[config.mk]
export PLATFORM = sky130hd
export DESIGN_NAME = fetch_subsystem
export DESIGN_NICKNAME = d
export VERILOG_FILES = /design/src/hw/mem_if_pkg.sv /design/src/hw/core_pkg.sv /design/src/hw/trap_target.sv /design/src/hw/fetch_unit.sv /design/src/hw/instr_mem_port.sv /design/src/hw/fetch_subsystem.sv
export VERILOG_INCLUDE_DIRS = /design/src /design/src/hw
export SDC_FILE = /design/constraint.sdc
export NUM_CORES = 1
export LEC_CHECK = 0
export BUFFER_PORTS_ARGS = -buffer_cell sky130_fd_sc_hd__buf_2
export CORE_AREA = 4 4 173 175
export CTS_BUF_LIST = sky130_fd_sc_hd__clkbuf_4 sky130_fd_sc_hd__clkbuf_8 sky130_fd_sc_hd__clkbuf_16
export DETAILED_ROUTE_END_ITERATION = 7
export DIE_AREA = 0 0 177 179
export PLACE_DENSITY_LB_ADDON = 0.08
export SKIP_LAST_GASP = 1
export SYNTH_ARGS = -nofsm -noshare
export SYNTH_HDL_FRONTEND = slang
export SYNTH_SLANG_ARGS = --single-unit
[constraint.sdc]
create_clock -name clk -period 8.85 [get_ports clk]
set_clock_uncertainty 0.05 [all_clocks]
set_input_delay 0.4425 -clock clk [delete_from_list [all_inputs] [get_ports clk]]
set_output_delay 0.4425 -clock clk [all_outputs]
set_load 0.03 [all_outputs]
[src/hw/fetch_settings.svh]
`ifndef FETCH_SETTINGS_SVH
`define FETCH_SETTINGS_SVH

// First fetch address after reset
`define FETCH_RESET_VECTOR 32'h0000_2000

// Mapped instruction window
`define MEM_BASE 32'h0000_2000
`define MEM_WORDS 64

// WAIT cycles shown before DONE on a fetch
`define MEM_LATENCY 2

// WAIT cycles shown before DONE on a flush
`define MEM_FLUSH_CYCLES 3

`endif

[src/bench/program.hex]
// One 32-bit instruction word per line in hex, first line is the word at MEM_BASE
// Each word is addi x1, x0, n with n counting up from 1
00100093
00200093
00300093
00400093
00500093
00600093
00700093
00800093
00900093
00a00093
00b00093
00c00093
00d00093
00e00093
00f00093
01000093
01100093
01200093
01300093
01400093
01500093
01600093
01700093
01800093
01900093
01a00093
01b00093
01c00093
01d00093
01e00093
01f00093
02000093
02100093
02200093
02300093
02400093
02500093
02600093
02700093
02800093
02900093
02a00093
02b00093
02c00093
02d00093
02e00093
02f00093
03000093
03100093
03200093
03300093
03400093
03500093
03600093
03700093
03800093
03900093
03a00093
03b00093
03c00093
03d00093
03e00093
03f00093
04000093
[src/hw/mem_if_pkg.sv]
`default_nettype none

package mem_if_pkg;

    // Commands from fetch to the instruction memory port
    typedef enum logic [1:0] {
        CACHE_CMD_NONE,
        CACHE_CMD_EXECUTE,
        CACHE_CMD_FLUSH_ALL
    } cache_cmd_e;

    // Port status, DONE and the fault codes last one cycle
    typedef enum logic [2:0] {
        CACHE_RESP_IDLE,
        CACHE_RESP_WAIT,
        CACHE_RESP_DONE,
        CACHE_RESP_ACCESSFAULT,
        CACHE_RESP_MISALIGNED,
        CACHE_RESP_PAGEFAULT
    } cache_resp_e;

    typedef struct packed {
        cache_cmd_e  cmd;
        logic [31:0] addr;
    } mem_req_t;

    typedef struct packed {
        cache_resp_e resp;
        logic [31:0] load_data;
    } mem_rsp_t;

endpackage

`default_nettype wire

[src/hw/core_pkg.sv]
`default_nettype none

package core_pkg;

    // addi x0, x0, 0
    localparam logic [31:0] INSTR_NOP = 32'h0000_0013;

    // RISC-V privilege encodings
    typedef enum logic [1:0] {
        PRIV_USER       = 2'd0,
        PRIV_SUPERVISOR = 2'd1,
        PRIV_MACHINE    = 2'd3
    } priv_e;

    typedef enum logic [1:0] {
        E2F_NONE,
        E2F_BRANCHTAKEN,
        E2F_BUBBLE_BRANCH,
        E2F_FLUSH
    } e2f_cmd_e;

    // Only the fetch related mcause values
    typedef enum logic [31:0] {
        EXC_INSTR_MISALIGNED   = 32'd0,
        EXC_INSTR_ACCESS_FAULT = 32'd1,
        EXC_INSTR_PAGE_FAULT   = 32'd12
    } exc_code_e;

    typedef struct packed {
        logic [31:0] mtvec;
        logic [31:0] stvec;
        priv_e       cur_priv;
        logic [15:0] medeleg;
    } trap_csr_t;

    typedef struct packed {
        logic        pending;
        logic [31:0] cause;
        logic [31:0] target_pc;
        priv_e       target_priv;
    } irq_t;

    typedef struct packed {
        logic        ready;
        e2f_cmd_e    cmd;
        logic [31:0] bubble_branch_target;
        logic [31:0] branch_target;
        logic [31:0] cause;
        priv_e       exc_priv;
    } e2f_t;

    typedef struct packed {
        logic [31:0] instr;
        logic [31:0] pc;
        logic        exc_start;
        logic [31:0] epc;
        logic [31:0] cause;
        priv_e       exc_priv;
    } f2e_t;

    typedef struct packed {
        logic        request;
        logic        set_pc;
        logic        exit_request;
        logic [31:0] pc;
    } dbg_req_t;

endpackage

`default_nettype wire

[src/hw/trap_target.sv]
`default_nettype none

module trap_target
    import core_pkg::*;
(
    input  wire trap_csr_t csr,
    input  wire exc_code_e cause,
    output priv_e          priv,
    output logic [31:0]    vector
);

    logic delegated;

    // Delegation only applies when trapping from below machine mode
    always_comb begin
        delegated = 1'b0;
        if (csr.cur_priv != PRIV_MACHINE) begin
            delegated = csr.medeleg[cause[3:0]];
        end
    end

    always_comb begin
        if (delegated) begin
            priv   = PRIV_SUPERVISOR;
            vector = csr.stvec;
        end else begin
            priv   = PRIV_MACHINE;
            vector = csr.mtvec;
        end
    end

    // medeleg is only 16 bits wide here
    always_comb begin
        assert (cause < 32'd16)
            else $error("trap_target: cause %0d outside medeleg", cause);
    end

endmodule

`default_nettype wire

[src/hw/fetch_unit.sv]
`default_nettype none

`include "fetch_settings.svh"

module fetch_unit
    import mem_if_pkg::*;
    import core_pkg::*;
(
    input  wire logic      clk,
    input  wire logic      rst_n,
    input  wire trap_csr_t csr,
    input  wire irq_t      irq,
    input  wire dbg_req_t  dbg,
    input  wire e2f_t      e2f,
    input  wire mem_rsp_t  mem_rsp,
    input  wire logic      mem_reset_done,
    output mem_req_t       mem_req,
    output f2e_t           f2e,
    output logic           dbg_mode,
    output logic           dbg_done
);

    // Control state
    logic [31:0] pc;
    logic        bubble;
    logic        flushing;
    logic        exc_start;

    // Payload
    logic [31:0] exc_epc;
    logic [31:0] exc_cause;
    priv_e       exc_priv;

    logic [31:0] pc_nxt;
    logic        bubble_nxt;
    logic        flushing_nxt;
    logic        dbg_mode_nxt;
    logic        exc_start_nxt;
    logic [31:0] exc_epc_nxt;
    logic [31:0] exc_cause_nxt;
    priv_e       exc_priv_nxt;

    cache_cmd_e  cmd;
    logic [31:0] instr_out;
    logic [31:0] pc_plus_4;
    logic        cache_idle;
    logic        cache_done;
    logic        cache_error;
    logic        new_fetch_begin;
    exc_code_e   fault_cause;
    priv_e       trap_priv;
    logic [31:0] trap_vector;

    assign cache_idle  = mem_rsp.resp == CACHE_RESP_IDLE;
    assign cache_done  = mem_rsp.resp == CACHE_RESP_DONE;
    assign cache_error = (mem_rsp.resp == CACHE_RESP_ACCESSFAULT) ||
                         (mem_rsp.resp == CACHE_RESP_MISALIGNED) ||
                         (mem_rsp.resp == CACHE_RESP_PAGEFAULT);
    assign pc_plus_4   = pc + 32'd4;

    // Word consumed by execute, or leaving debug without a new pc
    assign new_fetch_begin =
        (dbg_mode && dbg.exit_request && !bubble && (cache_idle || cache_done)) ||
        (e2f.ready && (cache_done || cache_error));

    always_comb begin
        case (mem_rsp.resp)
            CACHE_RESP_MISALIGNED: fault_cause = EXC_INSTR_MISALIGNED;
            CACHE_RESP_PAGEFAULT:  fault_cause = EXC_INSTR_PAGE_FAULT;
            default:               fault_cause = EXC_INSTR_ACCESS_FAULT;
        endcase
    end

    trap_target u_trap_target (
        .csr    (csr),
        .cause  (fault_cause),
        .priv   (trap_priv),
        .vector (trap_vector)
    );

    // Word toward execute
    always_comb begin
        instr_out = INSTR_NOP;
        if (mem_reset_done && !dbg_mode) begin
            if (cache_done && !flushing) begin
                instr_out = mem_rsp.load_data;
            end
        end
    end

    always_comb begin
        pc_nxt        = pc;
        bubble_nxt    = bubble;
        flushing_nxt  = flushing;
        dbg_mode_nxt  = dbg_mode;
        exc_start_nxt = 1'b0;
        exc_epc_nxt   = exc_epc;
        exc_cause_nxt = exc_cause;
        exc_priv_nxt  = exc_priv;
        cmd           = CACHE_CMD_NONE;
        dbg_done      = 1'b0;

        if (mem_reset_done) begin
            if (dbg_mode && !dbg.exit_request) begin
                dbg_done = cache_done;
                if (dbg.set_pc) begin
                    pc_nxt     = dbg.pc;
                    bubble_nxt = 1'b1;
                    dbg_done   = 1'b1;
                end
            end else if (flushing) begin
                // Hold FLUSH_ALL until the port reports DONE
                if (cache_done) begin
                    flushing_nxt = 1'b0;
                end else begin
                    cmd = CACHE_CMD_FLUSH_ALL;
                end
            end else if (bubble && cache_idle && e2f.ready) begin
                cmd          = CACHE_CMD_EXECUTE;
                bubble_nxt   = 1'b0;
                dbg_mode_nxt = 1'b0;
            end else if (new_fetch_begin) begin
                dbg_mode_nxt = 1'b0;
                if (dbg.request) begin
                    dbg_mode_nxt = 1'b1;
                end else if (irq.pending) begin
                    bubble_nxt    = 1'b1;
                    pc_nxt        = irq.target_pc;
                    exc_start_nxt = 1'b1;
                    exc_epc_nxt   = pc;
                    exc_cause_nxt = irq.cause;
                    exc_priv_nxt  = irq.target_priv;
                end else if (e2f.cmd == E2F_BUBBLE_BRANCH) begin
                    bubble_nxt    = 1'b1;
                    pc_nxt        = e2f.bubble_branch_target;
                    exc_start_nxt = 1'b1;
                    exc_epc_nxt   = pc;
                    exc_cause_nxt = e2f.cause;
                    exc_priv_nxt  = e2f.exc_priv;
                end else if (e2f.cmd == E2F_FLUSH) begin
                    // Resume after the flushing instruction
                    bubble_nxt   = 1'b1;
                    flushing_nxt = 1'b1;
                    pc_nxt       = pc_plus_4;
                end else if (e2f.cmd == E2F_BRANCHTAKEN) begin
                    pc_nxt = e2f.branch_target;
                    cmd    = CACHE_CMD_EXECUTE;
                end else if (cache_error) begin
                    bubble_nxt    = 1'b1;
                    pc_nxt        = trap_vector;
                    exc_start_nxt = 1'b1;
                    exc_epc_nxt   = pc;
                    exc_cause_nxt = fault_cause;
                    exc_priv_nxt  = trap_priv;
                end else begin
                    pc_nxt = pc_plus_4;
                    cmd    = CACHE_CMD_EXECUTE;
                end
            end else if (cache_idle && !bubble) begin
                // Word not taken so fetch the same pc again
                cmd = CACHE_CMD_EXECUTE;
            end
        end
    end

    always_ff @(posedge clk) begin
        if (!rst_n) begin
            pc        <= `FETCH_RESET_VECTOR;
            bubble    <= 1'b1;
            flushing  <= 1'b0;
            dbg_mode  <= 1'b0;
            exc_start <= 1'b0;
        end else begin
            pc        <= pc_nxt;
            bubble    <= bubble_nxt;
            flushing  <= flushing_nxt;
            dbg_mode  <= dbg_mode_nxt;
            exc_start <= exc_start_nxt;
        end
    end

    always_ff @(posedge clk) begin
        exc_epc   <= exc_epc_nxt;
        exc_cause <= exc_cause_nxt;
        exc_priv  <= exc_priv_nxt;
    end

    // Address is always the next pc
    assign mem_req = '{cmd: cmd, addr: pc_nxt};

    assign f2e = '{
        instr:     instr_out,
        pc:        pc,
        exc_start: exc_start,
        epc:       exc_epc,
        cause:     exc_cause,
        exc_priv:  exc_priv
    };

    // No flush may start while debug halts fetch
    assert property (@(posedge clk) disable iff (!rst_n)
        dbg_mode |-> (mem_req.cmd != CACHE_CMD_FLUSH_ALL));

    assert property (@(posedge clk) disable iff (!rst_n)
        exc_start |=> !exc_start);

endmodule

`default_nettype wire

[src/hw/instr_mem_port.sv]
`default_nettype none

`include "fetch_settings.svh"

module instr_mem_port
    import mem_if_pkg::*;
(
    input  wire logic     clk,
    input  wire logic     rst_n,
    input  wire mem_req_t req,
    output mem_rsp_t      rsp,
    output logic          reset_done
);

    localparam int          IDX_W     = $clog2(`MEM_WORDS);
    localparam int          CNT_W     = 4;
    localparam logic [31:0] MEM_END   = `MEM_BASE + 32'(4 * `MEM_WORDS);
    localparam string       INIT_FILE = "/design/src/bench/program.hex";

    typedef enum logic [1:0] {
        ST_IDLE,
        ST_FETCH,
        ST_FLUSH
    } state_e;

    state_e           state;
    logic [CNT_W-1:0] cnt;
    logic [31:0]      addr_q;
    logic [31:0]      mem [`MEM_WORDS];

    logic [31:0]      offset;
    logic [IDX_W-1:0] idx;
    logic             busy;
    logic             accept;
    cache_resp_e      fetch_code;
    cache_resp_e      resp_code;

    initial begin
        $readmemh(INIT_FILE, mem);
    end

    // Counting down means WAIT, zero is the one-cycle result
    assign busy   = (state != ST_IDLE) && (cnt != '0);
    assign accept = reset_done && !busy;

    assign offset = addr_q - `MEM_BASE;
    assign idx    = offset[IDX_W+1:2];

    // Fault order: alignment, then page, then window
    always_comb begin
        if (addr_q[1:0] != 2'b00) begin
            fetch_code = CACHE_RESP_MISALIGNED;
        end else if (addr_q[31]) begin
            fetch_code = CACHE_RESP_PAGEFAULT;
        end else if ((addr_q < `MEM_BASE) || (addr_q >= MEM_END)) begin
            fetch_code = CACHE_RESP_ACCESSFAULT;
        end else begin
            fetch_code = CACHE_RESP_DONE;
        end
    end

    always_comb begin
        case (state)
            ST_FETCH: resp_code = busy ? CACHE_RESP_WAIT : fetch_code;
            ST_FLUSH: resp_code = busy ? CACHE_RESP_WAIT : CACHE_RESP_DONE;
            default:  resp_code = CACHE_RESP_IDLE;
        endcase
    end

    assign rsp = '{resp: resp_code, load_data: mem[idx]};

    always_ff @(posedge clk) begin
        if (!rst_n) begin
            state      <= ST_IDLE;
            cnt        <= '0;
            reset_done <= 1'b0;
        end else begin
            reset_done <= 1'b1;
            if (accept) begin
                case (req.cmd)
                    CACHE_CMD_EXECUTE: begin
                        state <= ST_FETCH;
                        cnt   <= CNT_W'(`MEM_LATENCY);
                    end
                    CACHE_CMD_FLUSH_ALL: begin
                        state <= ST_FLUSH;
                        cnt   <= CNT_W'(`MEM_FLUSH_CYCLES);
                    end
                    default: begin
                        state <= ST_IDLE;
                    end
                endcase
            end else if (busy) begin
                cnt <= cnt - 1'b1;
            end
        end
    end

    always_ff @(posedge clk) begin
        if (accept && (req.cmd == CACHE_CMD_EXECUTE)) begin
            addr_q <= req.addr;
        end
    end

    // Only a held flush may be seen while busy
    assert property (@(posedge clk) disable iff (!rst_n)
        (rsp.resp == CACHE_RESP_WAIT) |->
            ((req.cmd == CACHE_CMD_NONE) ||
             ((state == ST_FLUSH) && (req.cmd == CACHE_CMD_FLUSH_ALL))));

endmodule

`default_nettype wire

[src/hw/fetch_subsystem.sv]
`default_nettype none

module fetch_subsystem
    import mem_if_pkg::*;
    import core_pkg::*;
(
    input  wire logic      clk,
    input  wire logic      rst_n,
    input  wire trap_csr_t csr,
    input  wire irq_t      irq,
    input  wire dbg_req_t  dbg,
    input  wire e2f_t      e2f,
    output f2e_t           f2e,
    output logic           dbg_mode,
    output logic           dbg_done,
    output mem_rsp_t       mem_rsp_mon
);

    mem_req_t mem_req;
    mem_rsp_t mem_rsp;
    logic     mem_reset_done;

    fetch_unit u_fetch_unit (
        .clk            (clk),
        .rst_n          (rst_n),
        .csr            (csr),
        .irq            (irq),
        .dbg            (dbg),
        .e2f            (e2f),
        .mem_rsp        (mem_rsp),
        .mem_reset_done (mem_reset_done),
        .mem_req        (mem_req),
        .f2e            (f2e),
        .dbg_mode       (dbg_mode),
        .dbg_done       (dbg_done)
    );

    instr_mem_port u_instr_mem_port (
        .clk        (clk),
        .rst_n      (rst_n),
        .req        (mem_req),
        .rsp        (mem_rsp),
        .reset_done (mem_reset_done)
    );

    // Response visible outside for monitoring
    assign mem_rsp_mon = mem_rsp;

endmodule

`default_nettype wire

==> results of run 1 <==
power by group through the flow:
stage          sequential, uW  clock [uW]  combinational (uW)
6_report                  682         753                 247
2_1_floorplan             695           0                 151
3_5_place_dp              696           0                 246
3_3_place_gp              696           0                 244
4_1_cts                   682         765                 246
5_1_grt                   682         795                 268
metal layers:
metal  wire length, um  track usage [%]  vias up
met2             20400             43.8      522
li1                  -                -     4452
met3              4480             7.51       92
met1             17600             32.9     4548
met5               153                0        -
met4              1200             8.67       24
cell type report:
type,instances,share of cell area [%]
Clock buffer,18,3.81
Antenna cell,2,0.0434
Tap cell,384,4.17
Inverter,14,0.456
Multi-Input combinational cell,816,41.2
Sequential cell,135,31.4
Timing Repair Buffer,395,17.6
Clock inverter,14,1.39
per-stage QoR:
step / hold WS (ns) / total power, uW / setup slack, ns / std cells
6_report: 0.247 / 1680 / 4.46 / 1778
5_1_grt: 0.246 / 1750 / 4.11 / 1777
4_1_cts: 0.228 / 1690 / 4.44 / 1776
3_5_place_dp: 0.430 / 942 / 4.46 / 1744
3_3_place_gp: 0.430 / 940 / 4.50 / 1744
2_1_floorplan: 0.404 / 846 / 3.04 / 1099
flip-flops by register name, indices dropped and copies added, names as in the netlist:
signal	cells
u_fetch_unit.bubble	1
u_fetch_unit.dbg_mode	1
u_fetch_unit.exc_cause	32
u_fetch_unit.exc_epc	32
u_fetch_unit.exc_priv	2
u_fetch_unit.exc_start	1
u_fetch_unit.flushing	1
u_fetch_unit.pc	32
u_instr_mem_port.addr_q	26
u_instr_mem_port.cnt	4
u_instr_mem_port.reset_done	1
u_instr_mem_port.state	2
how the worst max path moves through the flow:
stage | endpoint | from | slack (ns) | cells after the start
after floorplan | u_fetch_unit.exc_cause[0] | u_instr_mem_port.cnt[0] | 3.04 | 10
after global placement | u_instr_mem_port.addr_q[13] | u_instr_mem_port.addr_q[31] | 4.50 | 8
after detailed placement | u_instr_mem_port.addr_q[13] | u_instr_mem_port.addr_q[31] | 4.46 | 8
after CTS | u_instr_mem_port.addr_q[13] | u_instr_mem_port.addr_q[31] | 4.44 | 8
after global routing | u_instr_mem_port.addr_q[13] | u_instr_mem_port.addr_q[31] | 4.11 | 8
final | u_instr_mem_port.addr_q[13] | u_instr_mem_port.addr_q[31] | 4.46 | 8
Yosys cell counts (all sizes together) (5+ instances only):
master / count / area [um^2]
a221oi: 9 / 85.1
o21ai: 97 / 485
nand4: 13 / 87.6
o31ai: 7 / 52.6
buf: 84 / 598
or3: 13 / 86.3
a22oi: 5 / 37.5
or2: 5 / 31.3
nor3: 31 / 160
xor2: 13 / 114
inv: 12 / 45.0
nand2: 151 / 567
xnor2: 14 / 123
mux2: 7 / 78.8
ha: 7 / 87.6
nor4: 17 / 128
a2111oi: 7 / 61.3
a221o: 5 / 50.1
nor2: 79 / 313
nand3: 28 / 145
and3: 14 / 87.6
a311oi: 5 / 43.8
clkbuf: 50 / 189
o211ai: 8 / 65.1
and2: 17 / 106
a211o: 6 / 52.6
a211oi: 21 / 158
o21a: 5 / 37.5
a21oi: 45 / 225
o22ai: 18 / 119
edfxtp: 92 / 2760
dfxtp: 43 / 861
a31oi: 13 / 81.3
o221ai: 9 / 78.8
mux2i: 10 / 100
worst max-delay path: stages, from the launching register on:
cell	delay, ns
edfxtp_1	0.44
nor4_1	0.50
nand4_1	0.29
o21bai_1	0.46
and3_1	0.79
nor2_8	0.24
a2111oi_0	0.91
o2111a_1	0.33
a21oi_1	0.08
cells by family (layout without fill, tap and decap cells):
family,count (synthesis),in the layout,share of synthesized area [%]
flops,135,135,40.5
other cells,2,66,0.0839
xor+xnor,27,27,2.64
simple gates,393,393,21.4
compound gates,308,308,23.1
buf+inv,148,441,9.37
fa+ha+maj,7,7,0.978
mux,17,17,2.00
==> results_dict.tcl, run 1 <==
set metrics [dict create \
    grt_overflow 0 \
    cap_violations 0 \
    hold_depth 3 \
    final_common_cell "buf_2" \
    gp_congestion 0.839 \
    reg2reg_from "u_instr_mem_port.addr_q[31]" \
    hold-path-endpoint "u_fetch_unit.exc_cause[0]" \
    placement.io_buffers 377 \
    multi_input_area_mm2 0.00475 \
    rsz0062_at_grt "false" \
    nNetsFinal 1673 \
    final-seq-area_mm2 0.00362 \
    ys_seq_elements 135 \
    drive_gt1_share_pct 32.8 \
    cts_root_buf "clkbuf_16" \
    synth_cells 1037 \
    drt_wl_total_um 43900 \
    synthArstFlopShare_pct 0 \
    hold_class "input pin to flip-flop" \
    rows 62 \
    setup_viol 0 \
    cts_buffers 17 \
    syn_to_final_growth_pct 28.8 \
    rrSetupSlack_ns 4.46 \
    clock_sinks 135 \
    num_vias 9638 \
    grt_use_total_pct 26.3 \
    critical_path_class "flip-flop to flip-flop" \
    drtPass1Iterations 7 \
    cts_tree "yes" \
    pwr-share-seq_pct 40.5 \
    postCtsResizedCells 0 \
    combPwrFrac_pct 14.7 \
    post_cts_buffers 0 \
    fin_util_pct 40.5 \
    ios 455 \
    arrival_ns 4.47 \
    switching_share_pct 29.3 \
    worst_slew_pin_slew_ns 1.02 \
    fmax_mhz 228 \
    wire_per_inst_um 24.7 \
    synth_top_flop_cell "edfxtp_1" \
    post-dp-hpwl_um 31800 \
    cts_hold_buf 0 \
    power_frac_clock_pct 44.8 \
    drt_iter0_markers 707 \
    antenna_found_initial 13 \
    crit_required_ns 8.92 \
    placed_cell_area_mm2 0.0109 \
    die_w_um 177 \
    ant_nets 0 \
    grt_max_degree 77 \
    fin_area_mm2 0.0115 \
    ys_warn_count 0 \
    worst_skew_pair.late_latency_ns 0.43 \
    slew_violations 0 \
    crit_fanout 17 \
    synth_edf_count 92 \
    r2r-end "u_instr_mem_port.addr_q[13]" \
    drc 0 \
    finalSetupTns_ns 0 \
    min_from "irq[34]" \
    net-switching-power_uw 493 \
    post-route-min-period_ns 4.39 \
    synth_area_mm2 0.00896 \
    peakVddDrop_mv 0.121 \
    fillers 3039 \
    grt_pass1_vias 9307 \
    start_util_pct 31.5 \
    crit_path_end_kind "flip-flop" \
    period_share_pct 49.6 \
    hold_viol 0 \
    synthDistinctLibCells 86 \
    yosysSeqAreaShare_pct 40.5 \
    vias_per_cell 5.42 \
    grt_pass1_wl_um 61300 \
    power_per_cell_area_mw_per_mm2 146 \
    core_mm2 0.0285 \
    synth.avg_cell_area_um2 8.64 \
    worstRegToRegCells 8 \
    p_int_uw 1190 \
    cp-start-kind "flip-flop" \
    relSlewSlack_pct 31.4 \
    htree_levels 4 \
    path_clk_slew_ns 0.07 \
    die-area_mm2 0.0317 \
    status "finished, final reports clean" \
    final_cell_mix "buf_2 (376), nand2_1 (151), o21ai_0 (97)" \
    p_leak_uw 0.00492 \
    die_h_um 179 \
    cts_buffer_depth 2 \
]
Power figures use the tool's default switching activity.
==> run 2, diff against run 1 <==
==> constraint.sdc (replaced) <==
create_clock -name clk -period 4.55 [get_ports clk]
set_clock_uncertainty 0.05 [all_clocks]
set_input_delay 0.2275 -clock clk [delete_from_list [all_inputs] [get_ports clk]]
set_output_delay 0.2275 -clock clk [all_outputs]
set_load 0.03 [all_outputs]
==> results_dict.tcl, run 2 (synthesized netlist as in run 1, its figures left out) <==
set metrics [dict create \
    drive_gt1_share_pct 33.5 \
    post_cts_buffers 0 \
    cap_violations 0 \
    power_frac_clock_pct 43.4 \
    hold_viol 0 \
    power_per_cell_area_mw_per_mm2 275 \
    cts_buffer_depth 2 \
    crit_slowest_cell "nor4_1" \
    syn_to_final_growth_pct 30.2 \
    whs_ns 0.0291 \
    worst_path_most_repeated_cell "nand2_1" \
    gp_congestion 0.854 \
    crit_path_end_kind "flip-flop" \
    place_inst 1761 \
    die_w_um 177 \
    start_util_pct 31.5 \
    period_share_pct 81.2 \
    cts_tree "yes" \
    grt_pass1_wl_um 61300 \
    grt_use_total_pct 26.2 \
    rsz0062_at_grt "false" \
    fillers 2995 \
    post-dp-hpwl_um 33200 \
    reg.largest.list "u_fetch_unit.exc_cause: 32 flops, u_fetch_unit.exc_epc: 32 flops, u_fetch_unit.pc: 32 flops" \
    peakVddDrop_mv 0.180 \
    num_vias 9687 \
    placement.io_buffers 377 \
    net-switching-power_uw 890 \
    setup_viol 0 \
    arrival_ns 3.73 \
    crit_required_ns 4.58 \
    cts_hold_buf 0 \
    cts_root_buf "clkbuf_16" \
    cp-start-kind "flip-flop" \
    die-area_mm2 0.0317 \
    ant_nets 0 \
    postCtsResizedCells 0 \
    p_int_uw 2310 \
    final_common_cell "buf_2" \
    post-route-min-period_ns 3.69 \
    core_mm2 0.0285 \
    ios 455 \
    grt_max_degree 51 \
    path_clk_slew_ns 0.06 \
    pwr-share-seq_pct 41.4 \
    antenna_found_initial 14 \
    grt_overflow 0 \
    crit_chain "nor4_1 -> nand4_1 -> o21bai_1 -> nand2_1 -> o22ai_1 -> nand2_1 -> nor2_1 -> o31a_1 -> ha_1 -> and3_1 -> buf_4" \
    drt_wl_total_um 43500 \
    layout.cells.non_filler 1794 \
    die_h_um 179 \
    cp.buffers_inverters 1 \
    final_cell_mix "buf_2 (376), nand2_1 (151), o21ai_0 (97)" \
    relSlewSlack_pct 34.0 \
    drtPass1Iterations 5 \
    hold_class "input pin to flip-flop" \
    switching_share_pct 27.8 \
    drc 0 \
    worst_skew_pair.late_latency_ns 0.43 \
    status "finished, final reports clean" \
    grt_pass1_vias 9478 \
    p_leak_uw 0.00500 \
    combPwrFrac_pct 15.2 \
    wire_per_inst_um 24.3 \
    crit_family "simple AND/OR/NAND/NOR gates" \
    cts_buffers 17 \
    fmax_mhz 271 \
    crit_fanout 27 \
    vias_per_cell 5.40 \
    finalSetupTns_ns 0 \
    nNetsFinal 1690 \
    clock_sinks 135 \
    htree_levels 4 \
    drt_iter0_markers 611 \
    slew_violations 0 \
    critical_path_class "flip-flop to flip-flop" \
    slowest_delay_ns 0.58 \
    worst_slew_pin_slew_ns 0.986 \
    rows 62 \
]
[run 2: cell types whose count changed in the layout (fill, tap and decap cells not counted), sizes merged]
cell	change
buf	+17
inv	-6
clkbuf	+3
clkinv	+2
clkinvlp	+1
diode	-1
[run 2: final timing paths]
kind	start	endpoint	slack (ns)	cells after the start
worst max-delay path	u_instr_mem_port.addr_q[19]	u_instr_mem_port.addr_q[25]	0.86	11
worst min-delay path	irq[34]	u_fetch_unit.exc_cause[0]	0.03	3
worst max register to register	u_instr_mem_port.addr_q[19]	u_instr_mem_port.addr_q[25]	0.86	11
worst min register to register	u_instr_mem_port.cnt[3]	u_instr_mem_port.cnt[3]	0.45	1
[run 2: area by class of cell]
type	count	area, um^2	share of cell area [%]
flip-flops and latches	135	3620	31.1
clock buffers	21	462	3.96
multi-input cells	816	4750	40.8
inverters	14	52.6	0.451
repair buffers	412	2180	18.7
clock inverters	11	108	0.923
well taps	384	480	4.12
diodes	1	2.50	0.0215
[run 2: metal layers]
layer / vias to the layer above / wire length (um) / GRT usage [%]
li1: 4470 / - / -
met1: 4611 / 17700 / 32.8
met2: 504 / 20600 / 44.2
met3: 76 / 4130 / 7.74
met4: 26 / 861 / 6.90
met5: - / 179 / 0
[run 2: worst register-to-register path: stages, from the launching register on]
cell and delay (ns):
edfxtp_1 0.37, nor4_1 0.58, nand4_1 0.29, o21bai_1 0.48
nand2_1 0.17, o22ai_1 0.37, nand2_1 0.10, nor2_1 0.14
o31a_1 0.15, ha_1 0.14, and3_1 0.13, buf_4 0.36
[run 2: through the flow]
stage,utilization [%],worst slack [ns],total power (uW),instance area (um^2)
after CTS,40.9,0.875,3230,11700
final,40.9,0.857,3200,11700
after global routing,40.9,0.611,3320,11700
after global placement,38.9,0.877,1830,11100
after detailed placement,38.9,0.867,1830,11100
after floorplan,-,0.201,1650,9190
[run 2: power groups by stage]
stage / clock (uW) / combinational [uW] / sequential, uW
final: 1390 / 488 / 1330
after global routing: 1470 / 525 / 1330
after CTS: 1420 / 485 / 1330
after detailed placement: 0 / 484 / 1350
after global placement: 0 / 483 / 1350
after floorplan: 0 / 295 / 1350
==> run 3, diff against run 2 <==
--- a/config.mk
+++ b/config.mk
@@ -6,11 +6,12 @@
 export SDC_FILE = /design/constraint.sdc
 export NUM_CORES = 1
 export LEC_CHECK = 0
+export ABC_AREA = 1
 export BUFFER_PORTS_ARGS = -buffer_cell sky130_fd_sc_hd__buf_2
-export CORE_AREA = 4 4 173 175
+export CORE_MARGIN = 4
+export CORE_UTILIZATION = 34
 export CTS_BUF_LIST = sky130_fd_sc_hd__clkbuf_4 sky130_fd_sc_hd__clkbuf_8 sky130_fd_sc_hd__clkbuf_16
 export DETAILED_ROUTE_END_ITERATION = 7
-export DIE_AREA = 0 0 177 179
 export PLACE_DENSITY_LB_ADDON = 0.08
 export SKIP_LAST_GASP = 1
 export SYNTH_ARGS = -nofsm -noshare
==> constraint.sdc (replaced) <==
create_clock -name clk -period 3.8 [get_ports clk]
set_clock_uncertainty 0.05 [all_clocks]
set_input_delay 0.19 -clock clk [delete_from_list [all_inputs] [get_ports clk]]
set_output_delay 0.19 -clock clk [all_outputs]
set_load 0.03 [all_outputs]
==> results_dict.tcl, run 3 <==
set metrics [dict create \
    nNetsFinal 2110 \
    final_cell_mix "nand2_1 (513), buf_2 (377), inv_1 (146)" \
    crit_fanout 51 \
    final_common_cell "nand2_1" \
    cts_root_buf "clkbuf_16" \
    synthArstFlopShare_pct 0 \
    ios 455 \
    start_util_pct 34.8 \
    setup_viol 0 \
    clock_sinks 135 \
    die_h_um 177 \
    power_per_cell_area_mw_per_mm2 334 \
    grt_pass1_wl_um 59500 \
    hold_viol 0 \
    synthDistinctLibCells 47 \
    ant_nets 0 \
    yosysSeqAreaShare_pct 37.2 \
    cts_buffer_depth 2 \
    fmax_mhz 290 \
    antenna_found_initial 9 \
    peakVddDrop_mv 0.166 \
    relSlewSlack_pct 51.2 \
    ys_seq_elements 135 \
    cts_buffers 17 \
    grt_use_total_pct 24.7 \
    path_clk_slew_ns 0.06 \
    postCtsResizedCells 0 \
    htree_levels 4 \
    reg.largest.list "u_fetch_unit.exc_cause: 32 flops, u_fetch_unit.exc_epc: 32 flops, u_fetch_unit.pc: 32 flops" \
    crit_path_end_kind "flip-flop" \
    cp-start-kind "flip-flop" \
    ys_warn_count 0 \
    worst_skew_pair.late_latency_ns 0.43 \
    synth_top_area_share_pct 28.3 \
    post-dp-hpwl_um 31400 \
    vias_per_cell 4.83 \
    layout.cells.non_filler 2211 \
    hold_class "input pin to flip-flop" \
    crit_required_ns 3.81 \
    grt_overflow 0 \
    rsz0062_at_grt "false" \
    drc 0 \
    drive_gt1_share_pct 25.9 \
    critical_path_class "flip-flop to flip-flop" \
    yosysMostFrequentCell "nand2_1" \
    cts_hold_buf 26 \
    synth.area.top_cells "edfxtp_1 (28%), nand2_1 (20%), dfxtp_1 (8.8%), inv_1 (5.8%), buf_4 (5.3%)" \
    num_vias 10670 \
    grt_max_degree 61 \
    synth_cells 1452 \
    place_inst 2149 \
    synth_edf_count 92 \
    synth_top_flop_cell "edfxtp_1" \
    slew_violations 0 \
    finalSetupTns_ns 0 \
    post_cts_buffers 0 \
    gp_congestion 0.899 \
    period_share_pct 90.7 \
    core_mm2 0.0280 \
    die_w_um 177 \
    cap_violations 0 \
    die-area_mm2 0.0315 \
    fillers 3018 \
    grt_pass1_vias 10338 \
    syn_to_final_growth_pct 28.9 \
    cts_tree "yes" \
    drt_wl_total_um 40400 \
    synth_area_mm2 0.00975 \
    drt_iter0_markers 642 \
    synthTopCellsByCount "nand2_1 (513), inv_1 (151), nor2_1 (95), o21ai_0 (93)" \
    drtPass1Iterations 5 \
    status "finished, final reports clean" \
    worst_slew_pin_slew_ns 0.729 \
    rows 61 \
    wire_per_inst_um 18.3 \
    placement.io_buffers 377 \
    arrival_ns 3.46 \
    p_leak_uw 0.00637 \
    yosysTopAreaCell "edfxtp_1" \
    post-route-min-period_ns 3.45 \
    synth.avg_cell_area_um2 6.72 \
]
==> run 3: cell count changes after synthesis, moves of 14 or more <==
cell	before	now
a211oi_1	21	1
nand2_1	151	513
xnor2_1	14	0
and2_1	17	0
nor2_1	78	95
a21oi_1	45	92
o22ai_1	17	0
inv_1	12	151
nand3_1	27	92
==> run 3: critical path, stage by stage, from the launching register on <==
cell	delay [ns]
dfxtp_1	0.32
inv_1	0.07
ha_1	0.25
a31oi_4	0.29
o21ai_2	0.14
a21oi_4	0.21
nand2_1	0.09
nand2_2	0.08
buf_4	0.45
inv_2	0.24
a211oi_4	0.30
buf_4	0.54
==> run 3: final timing paths <==
check                           from                          to  slack (ns)  cells past startpoint
max          u_instr_mem_port.cnt[0]  u_fetch_unit.exc_cause[31]        0.35                     11
min                          irq[51]  u_fetch_unit.exc_cause[17]       0.008                      3
max reg2reg  u_instr_mem_port.cnt[0]  u_fetch_unit.exc_cause[31]        0.35                     11
min reg2reg      u_fetch_unit.pc[16]    u_fetch_unit.exc_epc[16]        0.41                      0
==> run 3: area by class of cell <==
class	instances	area, um^2	share of cell area [%]
Clock inverter	13	134	1.06
Sequential cell	135	3630	28.8
Antenna cell	5	12.5	0.0995
Clock buffer	18	433	3.44
Timing Repair Buffer	418	2270	18.1
Inverter	167	631	5.02
Multi-Input combinational cell	1077	4990	39.7
Tap cell	378	473	3.76
==> run 3: kinds of logic (layout without fill, tap and decap cells) <==
| group | count (synthesis) | in the layout | share of synthesized area, % |
|---|---|---|---|
| AND/OR/NAND/NOR | 754 | 754 | 31.8 |
| AO/OA/AOI/OAI | 228 | 228 | 13.2 |
| buffers and inverters | 302 | 616 | 14.6 |
| flip-flops | 135 | 135 | 37.2 |
| multiplexers | 2 | 2 | 0.231 |
| adder cells (fa/ha/maj) | 7 | 7 | 0.898 |
| XOR/XNOR | 22 | 22 | 1.98 |
| other | 2 | 69 | 0.0770 |
==> run 3: routing by layer <==
layer / wire length (um) / track usage, % / part of all wire [%]
met5: 36 / 0 / 0.089
met2: 20300 / 45.2 / 50
met3: 3140 / 5.39 / 7.8
met1: 16100 / 29.3 / 40
met4: 835 / 6.80 / 2.1
==> run 3: per-stage QoR <==
stage / setup WS (ns) / utilization, % / hold WS, ns / cell area, um^2 / total power, uW
finish: 0.353 / 44.9 / 0.00836 / 12600 / 4190
global route: 0.0993 / 44.9 / 0.00719 / 12600 / 4380
CTS: 0.312 / 44.8 / 0.000136 / 12600 / 4230
detailed placement: 0.339 / 41.9 / 0.382 / 11700 / 2560
global placement: 0.412 / 41.9 / 0.384 / 11700 / 2550
floorplan: 0.00401 / - / 0.168 / 10000 / 2280
==> run 3: power by group <==
group	internal, uW	total (uW)	switching (uW)
Sequential	1620	1670	54.0
Combinational	299	875	576
Clock	965	1640	679
Total	2880	4190	1310
